[src/rtl/lockstep_pkg.sv]
package lockstep_pkg;

  // Bus data and address width
  localparam int unsigned DataWidth = 32;
  // One integrity bit per data byte
  localparam int unsigned IntgWidth = DataWidth / 8;

  typedef enum logic [1:0] {
    CoreIdle = 2'b00,
    CoreReq  = 2'b01,
    CoreWait = 2'b10
  } core_state_e;

  //////////////////////
  // Core bus inputs
  //////////////////////

  typedef struct packed {
    logic                 data_gnt;
    logic                 data_rvalid;
    logic [DataWidth-1:0] data_rdata;
    logic                 data_err;
    logic                 fetch_enable;
  } core_in_t;

  //////////////////////
  // Core bus outputs
  //////////////////////

  typedef struct packed {
    logic                 data_req;
    logic                 data_we;
    logic [IntgWidth-1:0] data_be;
    logic [DataWidth-1:0] data_addr;
    logic [DataWidth-1:0] data_wdata;
    logic                 core_busy;
  } core_out_t;

endpackage

[src/rtl/bus_core.sv]
module bus_core (
  input  logic                    clk_i,
  input  logic                    rst_ni,
  input  lockstep_pkg::core_in_t  in_i,
  output lockstep_pkg::core_out_t out_o,
  output logic                    alert_minor_o,
  output logic                    alert_major_o
);

  // Word counter, the address is this times four
  localparam int unsigned CntWidth = lockstep_pkg::DataWidth - 2;

  lockstep_pkg::core_state_e        state_d, state_q;
  logic [CntWidth-1:0]              cnt_d, cnt_q;
  logic [lockstep_pkg::DataWidth-1:0] acc_d, acc_q;
  logic                             is_write;
  logic                             minor_q, major_q;

  // Every fourth access writes the accumulator back
  assign is_write = (cnt_q[1:0] == 2'b11);

  always_comb begin
    state_d = state_q;
    cnt_d   = cnt_q;
    acc_d   = acc_q;
    unique case (state_q)
      lockstep_pkg::CoreIdle: begin
        if (in_i.fetch_enable) begin
          state_d = lockstep_pkg::CoreReq;
        end
      end
      lockstep_pkg::CoreReq: begin
        if (in_i.data_gnt) begin
          state_d = lockstep_pkg::CoreWait;
        end
      end
      lockstep_pkg::CoreWait: begin
        if (in_i.data_rvalid) begin
          if (!is_write) begin
            acc_d = acc_q + in_i.data_rdata;
          end
          cnt_d   = cnt_q + CntWidth'(1);
          state_d = in_i.fetch_enable ? lockstep_pkg::CoreReq : lockstep_pkg::CoreIdle;
        end
      end
      default: state_d = lockstep_pkg::CoreIdle;
    endcase
  end

  always_ff @(posedge clk_i or negedge rst_ni) begin
    if (!rst_ni) begin
      state_q <= lockstep_pkg::CoreIdle;
      cnt_q   <= '0;
      acc_q   <= '0;
      minor_q <= 1'b0;
      major_q <= 1'b0;
    end else begin
      state_q <= state_d;
      cnt_q   <= cnt_d;
      acc_q   <= acc_d;
      minor_q <= in_i.data_rvalid & in_i.data_err;
      // Response without an outstanding request
      major_q <= in_i.data_rvalid & (state_q != lockstep_pkg::CoreWait);
    end
  end

  assign out_o.data_req   = (state_q == lockstep_pkg::CoreReq);
  assign out_o.data_we    = is_write;
  assign out_o.data_be    = '1;
  assign out_o.data_addr  = {cnt_q, 2'b00};
  assign out_o.data_wdata = acc_q;
  assign out_o.core_busy  = (state_q != lockstep_pkg::CoreIdle);

  assign alert_minor_o = minor_q;
  assign alert_major_o = major_q;

endmodule

[src/rtl/shadow_reset_gen.sv]
module shadow_reset_gen #(
  parameter int unsigned LockstepOffset = 2
) (
  input  logic clk_i,
  input  logic rst_ni,
  output logic shadow_rst_no,
  output logic cmp_en_o
);

  localparam int unsigned CntWidth = (LockstepOffset > 1) ? $clog2(LockstepOffset) : 1;

  logic [CntWidth-1:0] cnt_d, cnt_q;
  logic                rst_set_d, rst_set_q;
  logic                cmp_en_q;

  // Saturate once the delay line is full
  assign rst_set_d = (cnt_q == CntWidth'(LockstepOffset - 1));
  assign cnt_d     = rst_set_d ? cnt_q : (cnt_q + CntWidth'(1));

  always_ff @(posedge clk_i or negedge rst_ni) begin
    if (!rst_ni) begin
      cnt_q     <= '0;
      rst_set_q <= 1'b0;
      cmp_en_q  <= 1'b0;
    end else begin
      cnt_q     <= cnt_d;
      rst_set_q <= rst_set_d;
      cmp_en_q  <= rst_set_q;
    end
  end

  assign shadow_rst_no = rst_set_q;
  assign cmp_en_o      = cmp_en_q;

endmodule

[src/rtl/delay_line.sv]
module delay_line #(
  parameter int unsigned Depth = 2,
  parameter int unsigned Width = 8
) (
  input  logic             clk_i,
  input  logic             rst_ni,
  input  logic [Width-1:0] data_i,
  output logic [Width-1:0] data_o
);

  // Stage 0 is the oldest word
  logic [Depth-1:0][Width-1:0] stage_q;

  always_ff @(posedge clk_i or negedge rst_ni) begin
    if (!rst_ni) begin
      stage_q <= '0;
    end else begin
      for (int unsigned i = 0; i + 1 < Depth; i++) begin
        stage_q[i] <= stage_q[i+1];
      end
      stage_q[Depth-1] <= data_i;
    end
  end

  assign data_o = stage_q[0];

endmodule

[src/rtl/bus_intg.sv]
module bus_intg (
  input  logic                               clk_i,
  input  logic                               rst_ni,
  input  logic                               rvalid_i,
  input  logic [lockstep_pkg::DataWidth-1:0] rdata_i,
  input  logic [lockstep_pkg::IntgWidth-1:0] rdata_intg_i,
  input  logic [lockstep_pkg::DataWidth-1:0] wdata_i,
  output logic [lockstep_pkg::IntgWidth-1:0] wdata_intg_o,
  output logic                               intg_err_o
);

  // Inverted parity over each data byte
  function automatic logic [lockstep_pkg::IntgWidth-1:0] byte_parity(
    input logic [lockstep_pkg::DataWidth-1:0] data
  );
    logic [lockstep_pkg::IntgWidth-1:0] intg;
    for (int i = 0; i < lockstep_pkg::IntgWidth; i++) begin
      intg[i] = ~^data[8*i +: 8];
    end
    return intg;
  endfunction

  logic                               rvalid_q;
  logic [lockstep_pkg::DataWidth-1:0] rdata_q;
  logic [lockstep_pkg::IntgWidth-1:0] rdata_intg_q;

  always_ff @(posedge clk_i or negedge rst_ni) begin
    if (!rst_ni) begin
      rvalid_q <= 1'b0;
    end else begin
      rvalid_q <= rvalid_i;
    end
  end

  always_ff @(posedge clk_i) begin
    rdata_q      <= rdata_i;
    rdata_intg_q <= rdata_intg_i;
  end

  assign intg_err_o   = rvalid_q & (byte_parity(rdata_q) != rdata_intg_q);
  assign wdata_intg_o = byte_parity(wdata_i);

endmodule

[src/rtl/lockstep_top.sv]
module lockstep_top #(
  parameter int unsigned LockstepOffset = 2
) (
  input  logic                               clk_i,
  input  logic                               rst_ni,
  input  lockstep_pkg::core_in_t             core_in_i,
  input  lockstep_pkg::core_out_t            core_out_i,
  input  logic [lockstep_pkg::IntgWidth-1:0] data_rdata_intg_i,
  output logic [lockstep_pkg::IntgWidth-1:0] data_wdata_intg_o,
  output logic                               alert_minor_o,
  output logic                               alert_major_o
);

  // Extra cycle for the shadow output register
  localparam int unsigned OutputsOffset = LockstepOffset + 1;
  localparam int unsigned InWidth       = $bits(lockstep_pkg::core_in_t);
  localparam int unsigned OutWidth      = $bits(lockstep_pkg::core_out_t);

  ////////////////////
  // Reset generation
  ////////////////////

  logic shadow_rst_n;
  logic cmp_en;

  shadow_reset_gen #(
    .LockstepOffset (LockstepOffset)
  ) u_shadow_reset_gen (
    .clk_i         (clk_i),
    .rst_ni        (rst_ni),
    .shadow_rst_no (shadow_rst_n),
    .cmp_en_o      (cmp_en)
  );

  ////////////////////
  // Delay lines
  ////////////////////

  lockstep_pkg::core_in_t  shadow_in;
  lockstep_pkg::core_out_t core_out_dly;

  delay_line #(
    .Depth (LockstepOffset),
    .Width (InWidth)
  ) u_in_delay (
    .clk_i  (clk_i),
    .rst_ni (rst_ni),
    .data_i (core_in_i),
    .data_o (shadow_in)
  );

  delay_line #(
    .Depth (OutputsOffset),
    .Width (OutWidth)
  ) u_out_delay (
    .clk_i  (clk_i),
    .rst_ni (rst_ni),
    .data_i (core_out_i),
    .data_o (core_out_dly)
  );

  ////////////////////
  // Bus integrity
  ////////////////////

  logic intg_err;

  bus_intg u_bus_intg (
    .clk_i        (clk_i),
    .rst_ni       (rst_ni),
    .rvalid_i     (core_in_i.data_rvalid),
    .rdata_i      (core_in_i.data_rdata),
    .rdata_intg_i (data_rdata_intg_i),
    .wdata_i      (core_out_i.data_wdata),
    .wdata_intg_o (data_wdata_intg_o),
    .intg_err_o   (intg_err)
  );

  ////////////////////
  // Shadow core
  ////////////////////

  lockstep_pkg::core_out_t shadow_out_d, shadow_out_q;
  logic                    shadow_alert_minor, shadow_alert_major;

  bus_core u_shadow_core (
    .clk_i         (clk_i),
    .rst_ni        (shadow_rst_n),
    .in_i          (shadow_in),
    .out_o         (shadow_out_d),
    .alert_minor_o (shadow_alert_minor),
    .alert_major_o (shadow_alert_major)
  );

  always_ff @(posedge clk_i) begin
    shadow_out_q <= shadow_out_d;
  end

  ////////////////////
  // Compare
  ////////////////////

  logic outputs_mismatch;

  assign outputs_mismatch = cmp_en & (shadow_out_q != core_out_dly);
  assign alert_major_o    = outputs_mismatch | shadow_alert_major | intg_err;
  assign alert_minor_o    = shadow_alert_minor;

endmodule

[config.mk]
export PLATFORM = sky130hd
export DESIGN_NAME = lockstep_top
export DESIGN_NICKNAME = d
export VERILOG_FILES = /design/src/rtl/lockstep_pkg.sv /design/src/rtl/bus_core.sv /design/src/rtl/shadow_reset_gen.sv /design/src/rtl/delay_line.sv /design/src/rtl/bus_intg.sv /design/src/rtl/lockstep_top.sv
export SDC_FILE = /design/constraint.sdc
export NUM_CORES = 1
export LEC_CHECK = 0
export BUFFER_PORTS_ARGS = -buffer_cell sky130_fd_sc_hd__buf_2
export CAP_MARGIN = 0
export CORE_MARGIN = 4
export CORE_UTILIZATION = 29
export DETAILED_ROUTE_END_ITERATION = 8
export SYNTH_ARGS = -nofsm -noshare
export SYNTH_HDL_FRONTEND = slang
export SYNTH_SLANG_ARGS = --single-unit
[constraint.sdc]
create_clock -name clk_i -period 2.8 [get_ports clk_i]
set_clock_uncertainty 0.2 [all_clocks]
set_input_delay 0.28 -clock clk_i [delete_from_list [all_inputs] [get_ports clk_i]]
set_output_delay 0.28 -clock clk_i [all_outputs]
set_load 0.02 [all_outputs]
Word level (Yosys, flattened, before mapping). Index checks and enable logic that the tools add are counted.

Register bits after elaboration: 456. Word-level logic and storage cells: 59.

$add $sub $neg: 3. Equality and inequality tests: 9. Mux-type cells: 6. Bitwise gates (word level): 7. Reduce and logical (&&, ||, !) cells: 13.

Operators with widths (number): 71-bit != test (1); 8-bit XNOR reduction (8); 32-bit adder (1); 30-bit by 1-bit adder with 30-bit output (second input constant) (1); 2-bit 2-to-1 mux (3); 2-bit != test (second input constant) (3); 2-bit one-hot mux with 3 select lines (1); 3-bit AND reduction (2); 1-bit AND (4); 2-bit == test (second input constant) (2); 4-bit != test (1); 2-bit by 1-bit == test with 1-bit output (second input constant) (1); 2-bit logical NOT (1); 1-bit 2-to-1 mux (2); 2-bit by 1-bit != test with 1-bit output (second input constant) (1); 1-bit bitwise OR (2); 2-bit AND reduction (1); 2-bit nonzero test (1); 1-bit adder (second input constant) (1); 1-bit NOT (1).

Logic depth before layout (Yosys ltp).
Word-level depth: 4. Mapped depth: 10. Depth with buffers taken out: 10.

Cells and area by module. From an unflattened synthesis, not the netlist that was laid out.

Cells, all modules: 1142. Area, all modules: 15871.5 sq um.

By module, submodules not included: delay_line (u_out_delay) (times used 1, cells an instance 284, area an instance 5863.1 sq um); bus_core (times used 1, cells an instance 484, area an instance 4350.4 sq um); lockstep_top (times used 1, cells an instance 168, area an instance 2203.4 sq um); delay_line (u_in_delay) (times used 1, cells an instance 108, area an instance 2072.0 sq um); bus_intg (times used 1, cells an instance 94, area an instance 1303.8 sq um); shadow_reset_gen (times used 1, cells an instance 4, area an instance 78.8 sq um).

Worst setup path before layout. No wires, ideal clock.

Kind: reg-to-reg. Start: register u_shadow_core.acc_q[0] (netlist bit). End: register u_shadow_core.acc_q[30] (netlist bit). Library setup time: 90 ps. Arrival: 2475 ps. Data required time: 2510 ps. Path slack: 35 ps. Cell stages (with the launch flop): 11. Cell sequence: dfrtp_1 ha_1 fa_1 a21oi_1 a2bb2oi_1 a21o_1 o21ai_1 a21oi_2 a21oi_1 or4b_1 o2111ai_1.

Longest elaborated chain between the ends: 1.

Ends and longest elaborated chain: from (decl) (line bus_core.sv:15) `logic [lockstep_pkg::DataWidth-1:0] acc_d, acc_q;`; from (signal assigned) (line bus_core.sv:54) `acc_q <= '0;`; from (signal assigned) (line bus_core.sv:60) `acc_q <= acc_d;`; 32-bit adder (line bus_core.sv:40) `acc_d = acc_q + in_i.data_rdata;`.

Every way passes these cells. A chain may end at the register's enable or synchronous reset.

Worst setup path in the final report.
Start: register u_out_delay.stage_q (netlist bit u_out_delay.data_o[56]). End: output alert_major_o.

Longest elaborated chain between the ends: 4.

Ends and longest elaborated chain: from (decl) (line delay_line.sv:12) `logic [Depth-1:0][Width-1:0] stage_q;`; from (signal, indexed assignment) (line delay_line.sv:19) `stage_q[i] <= stage_q[i+1];`; from (signal, indexed assignment) (line delay_line.sv:21) `stage_q[Depth-1] <= data_i;`; 71-bit != test (line lockstep_top.sv:105) `assign outputs_mismatch = cmp_en & (shadow_out_q != core_out_dly);`; 1-bit AND (line lockstep_top.sv:105); 1-bit bitwise OR (2 in a row) (line lockstep_top.sv:106) `assign alert_major_o = outputs_mismatch | shadow_alert_major | intg_err;`; to (decl) (line lockstep_top.sv:11) `output logic alert_major_o`.

Every way passes these cells.

==> key figures <==
Run status
  – Outcome: finished with violations
  – Failing checks: negative setup slack

Power
  – Comb pwr share: 0.205
  – Sequential Power Share: 0.432
  – Peak supply drop: 0.000472 V
  – Lkg Pwr: 0.00876 uW
  – Pwr dens: 918 nW/um^2
  – Total net switching power: 4920 uW
  – Power share of the clock group: 0.362
  – Internal: 13,000 uW
  – Switching share of power: 0.274
  – Pwr Total: 18,000 uW

Worst setup path
  – CP required: 2.32 ns
  – Max incr delay on CP: 0.38 ns
  – Flop2flop setup slack: 0.08 ns
  – Crit Path Class: flip-flop to output pin
  – Critical path's slowest cell: dfrtp_1
  – Critical Path Sink Type: output pin
  – Crit path max-delay family: simple AND/OR/NAND/NOR gates
  – Worst setup SP type: flip-flop
  – Critical path cell sequence: xor2_1 > nor4_1 > buf_4 > nand4_1 > nor4_2 > nand4_1 > a221o_1 > buf_2
  – Crit-path most repeated cell: nand4_1
  – Worst EP arrival: 2.66 ns
  – Worst path bufs/invs: 2
  – CP Max Fanout: 1

Logic synthesis
  – Post-synth ARST share: 0.778
  – Synth top cells by count: dfrtp_1 (354), xnor2_1 (123), dfxtp_1 (101)
  – Synth area leader: dfrtp_1
  – Warnings from Yosys: 0
  – Synthesized cell area: 14,900 sq um
  – Mapped Avg Cell Area: 14.4 sq um
  – Top post-synthesis cells by area: dfrtp_1 (60%), dfxtp_1 (14%), xnor2_1 (7.2%), ha_1 (2.7%), xor2_1 (2.6%)
  – Synth Flop Type: dfrtp_1
  – Distinct cells, synth: 65
  – Yosys top cell area share: 0.596
  – Post-Syn Instances: 1,033
  – Most common cell in the synthesized netlist: dfrtp_1
  – Synth Register Bits: 455
  – Seq/Total Area, Yosys: 0.732
  – Number of synthesized flops with an enable pin: 0
  – Net Count, Synth: 1,179

Floorplanning
  – Row count: 82
  – Core Area: 50,400 sq um
  – Full die area: 55,000 sq um
  – # IOs: 119
  – Starting Density: 0.295
  – Die height: 234 um
  – Die Wd: 234 um

Placed design
  – RePlAce Congestion: 0.827
  – PortBufs: 118
  – Placed cell count: 1,849
  – Post-DP HPWL: 22,800 um

Timing
  – TNS Setup: -0.340 ns
  – Post-route clock period utilization: 1.12
  – Slew Viols, Final: 0
  – Tmin final: 3.14 ns
  – Max-slew headroom: 0.601
  – RSZ-0062 raised after global routing: true
  – Slew @ Worst Pin: 0.599 ns
  – Fin worst setup slack: -0.340 ns
  – Worst hold margin: 0.0649 ns
  – Setup violations, final: 1
  – Final hold vios: 0
  – Max Freq: 0.318 GHz

Final layout
  – Post-Layout Cell Count: 2,054
  – Utilization after layout: 0.389
  – Synthesis-to-layout area growth: 31.6%
  – Diodes inserted: 0
  – Share of cells above drive strength 1: 0.215
  – NumNets Final: 1,490

Route
  – Final wirelength: 32,500 um
  – Antenna-violating nets left: 0
  – Vias: 8,524
  – Initial DRT Pass Iterations: 5
  – Residual DRC count: 0
  – DR vias/cell: 4.15
  – Initial DRC Count: 540
  – Drt wl/cell: 15.8 um

Global route
  – First-pass GRT wire length: 50,700 um
  – GRT Residual Overflow: 0
  – Overall Global Routing Usage: 0.120
  – Pin count of the biggest net entering global routing: 72
  – Initial antenna violation count: 0
  – Number of global-route vias before repair: 9,015

CTS
  – TritonCTS Buffers: 46
  – Worst-Skew Late Latency: 0.57 ns
  – Clk sinks: 455
  – CTS tree: yes
  – H-tree depth: 2
  – CTS Buffer Depth: 3
  – Clk pin slew, worst setup/hold paths: 0.06 ns
  – Clock root cell: clkbuf_16

Run
  – Max cap viols: 0

Hold path
  – Worst Hold Class: input pin to asynchronous set/reset pin
[area by class of cell]
class	instances	area (sq um)
Tap cell	672	841
Sequential cell	455	10900
Clock buffer	61	1320
Timing Repair Buffer	282	2160
Clock inverter	25	340
Inverter	22	82.6
Multi-Input combinational cell	537	3950
Fill cell	4645	30800
[kinds of logic (layout without fill, tap and decap cells)]
| kind of cell | Yosys count | count (layout) | share of synthesized area |
|---|---|---|---|
| buffers and inverters | 41 | 390 | 0.0126 |
| adders and majority gates | 33 | 33 | 0.0283 |
| xor gates and xnor gates | 167 | 167 | 0.0984 |
| muxes | 1 | 1 | 0.000673 |
| other | 1 | 1 | 0.000252 |
| and+or+nand+nor | 181 | 181 | 0.0602 |
| AOI/OAI and AO/OA | 154 | 154 | 0.0680 |
| DFF | 455 | 455 | 0.732 |
[metal layers]
| metal | track usage | vias up | share of wire |
|---|---|---|---|
| li1 | - | 4114 | - |
| met1 | 0.165 | 4174 | 0.46 |
| met2 | 0.191 | 181 | 0.46 |
| met3 | 0.0215 | 55 | 0.043 |
| met4 | 0.0456 | 0 | 0.031 |
| met5 | 0 | - | 0 |
[timing repair]
action	4_1_cts	5_1_grt
endpoints found under the hold margin	380	0
resized for setup	14	20
endpoints found under the setup margin	6	10
gates cloned	0	0
setup buffers	3	4
hold buffers	112	0
pin swaps	12	17
[state kept, by name (all words and copies together), names as in the netlist, 2 cells and up]
signal / cells
u_out_delay.stage_q: 142
u_out_delay.data_o: 71
shadow_out_q: 65
u_in_delay.data_o: 36
u_in_delay.stage_q: 36
u_bus_intg.rdata_q: 32
u_shadow_core.acc_q: 32
u_shadow_core.cnt_q: 30
u_bus_intg.rdata_intg_q: 4
u_shadow_core.state_q: 2
[cells in the final DEF, fill, tap and decap left out, types with 30 or more instances in the layout]
cell type / Yosys / layout
xnor2_1: 123 / 123
dlygate4sd3_1: 0 / 112
dfrtp_1: 354 / 353
nand2_1: 73 / 72
xor2_1: 44 / 44
dfxtp_1: 101 / 100
buf_4: 2 / 48
clkbuf_16: 0 / 46
o21ai_0: 40 / 37
a21oi_1: 34 / 30
buf_2: 2 / 117
[through the flow]
| stage | setup slack (ns) | cell area (sq um) |
|---|---|---|
| global placement | -0.115 | 16600 |
| floorplan | 0.0350 | 14900 |
| detailed placement | -0.106 | 16600 |
| CTS | -0.436 | 19500 |
| finish | -0.340 | 19600 |
| global route | -0.572 | 19600 |
[power by group through the flow]
stage	sequential, uW	clock, uW	combinational, uW
floorplan	7690	0	2260
global placement	7890	0	3290
detailed placement	7900	0	3320
CTS	7790	6710	3570
global route	7850	6990	4080
finish	7770	6510	3690
[worst paths after layout]
path                                                       startpoint                             endpoint  cells after the start
max                                  u_out_delay.data_o[56]$_DFF_PN0_                        alert_major_o                      8
min                                                            rst_ni   u_out_delay.stage_q[126]$_DFF_PN0_                      2
max reg2reg                           u_in_delay.data_o[27]$_DFF_PN0_  u_shadow_core.acc_q[31]$_DFFE_PN0P_                      9
min reg2reg                u_shadow_reset_gen.shadow_rst_no$_DFF_PN0_   u_shadow_core.cnt_q[6]$_DFFE_PN0P_                      0
max in group asynchronous                                      rst_ni   u_out_delay.stage_q[212]$_DFF_PN0_                      3
min in group clk_i                  u_out_delay.stage_q[89]$_DFF_PN0_     u_out_delay.data_o[18]$_DFF_PN0_                      0
(Power assumes the default switching activity.)
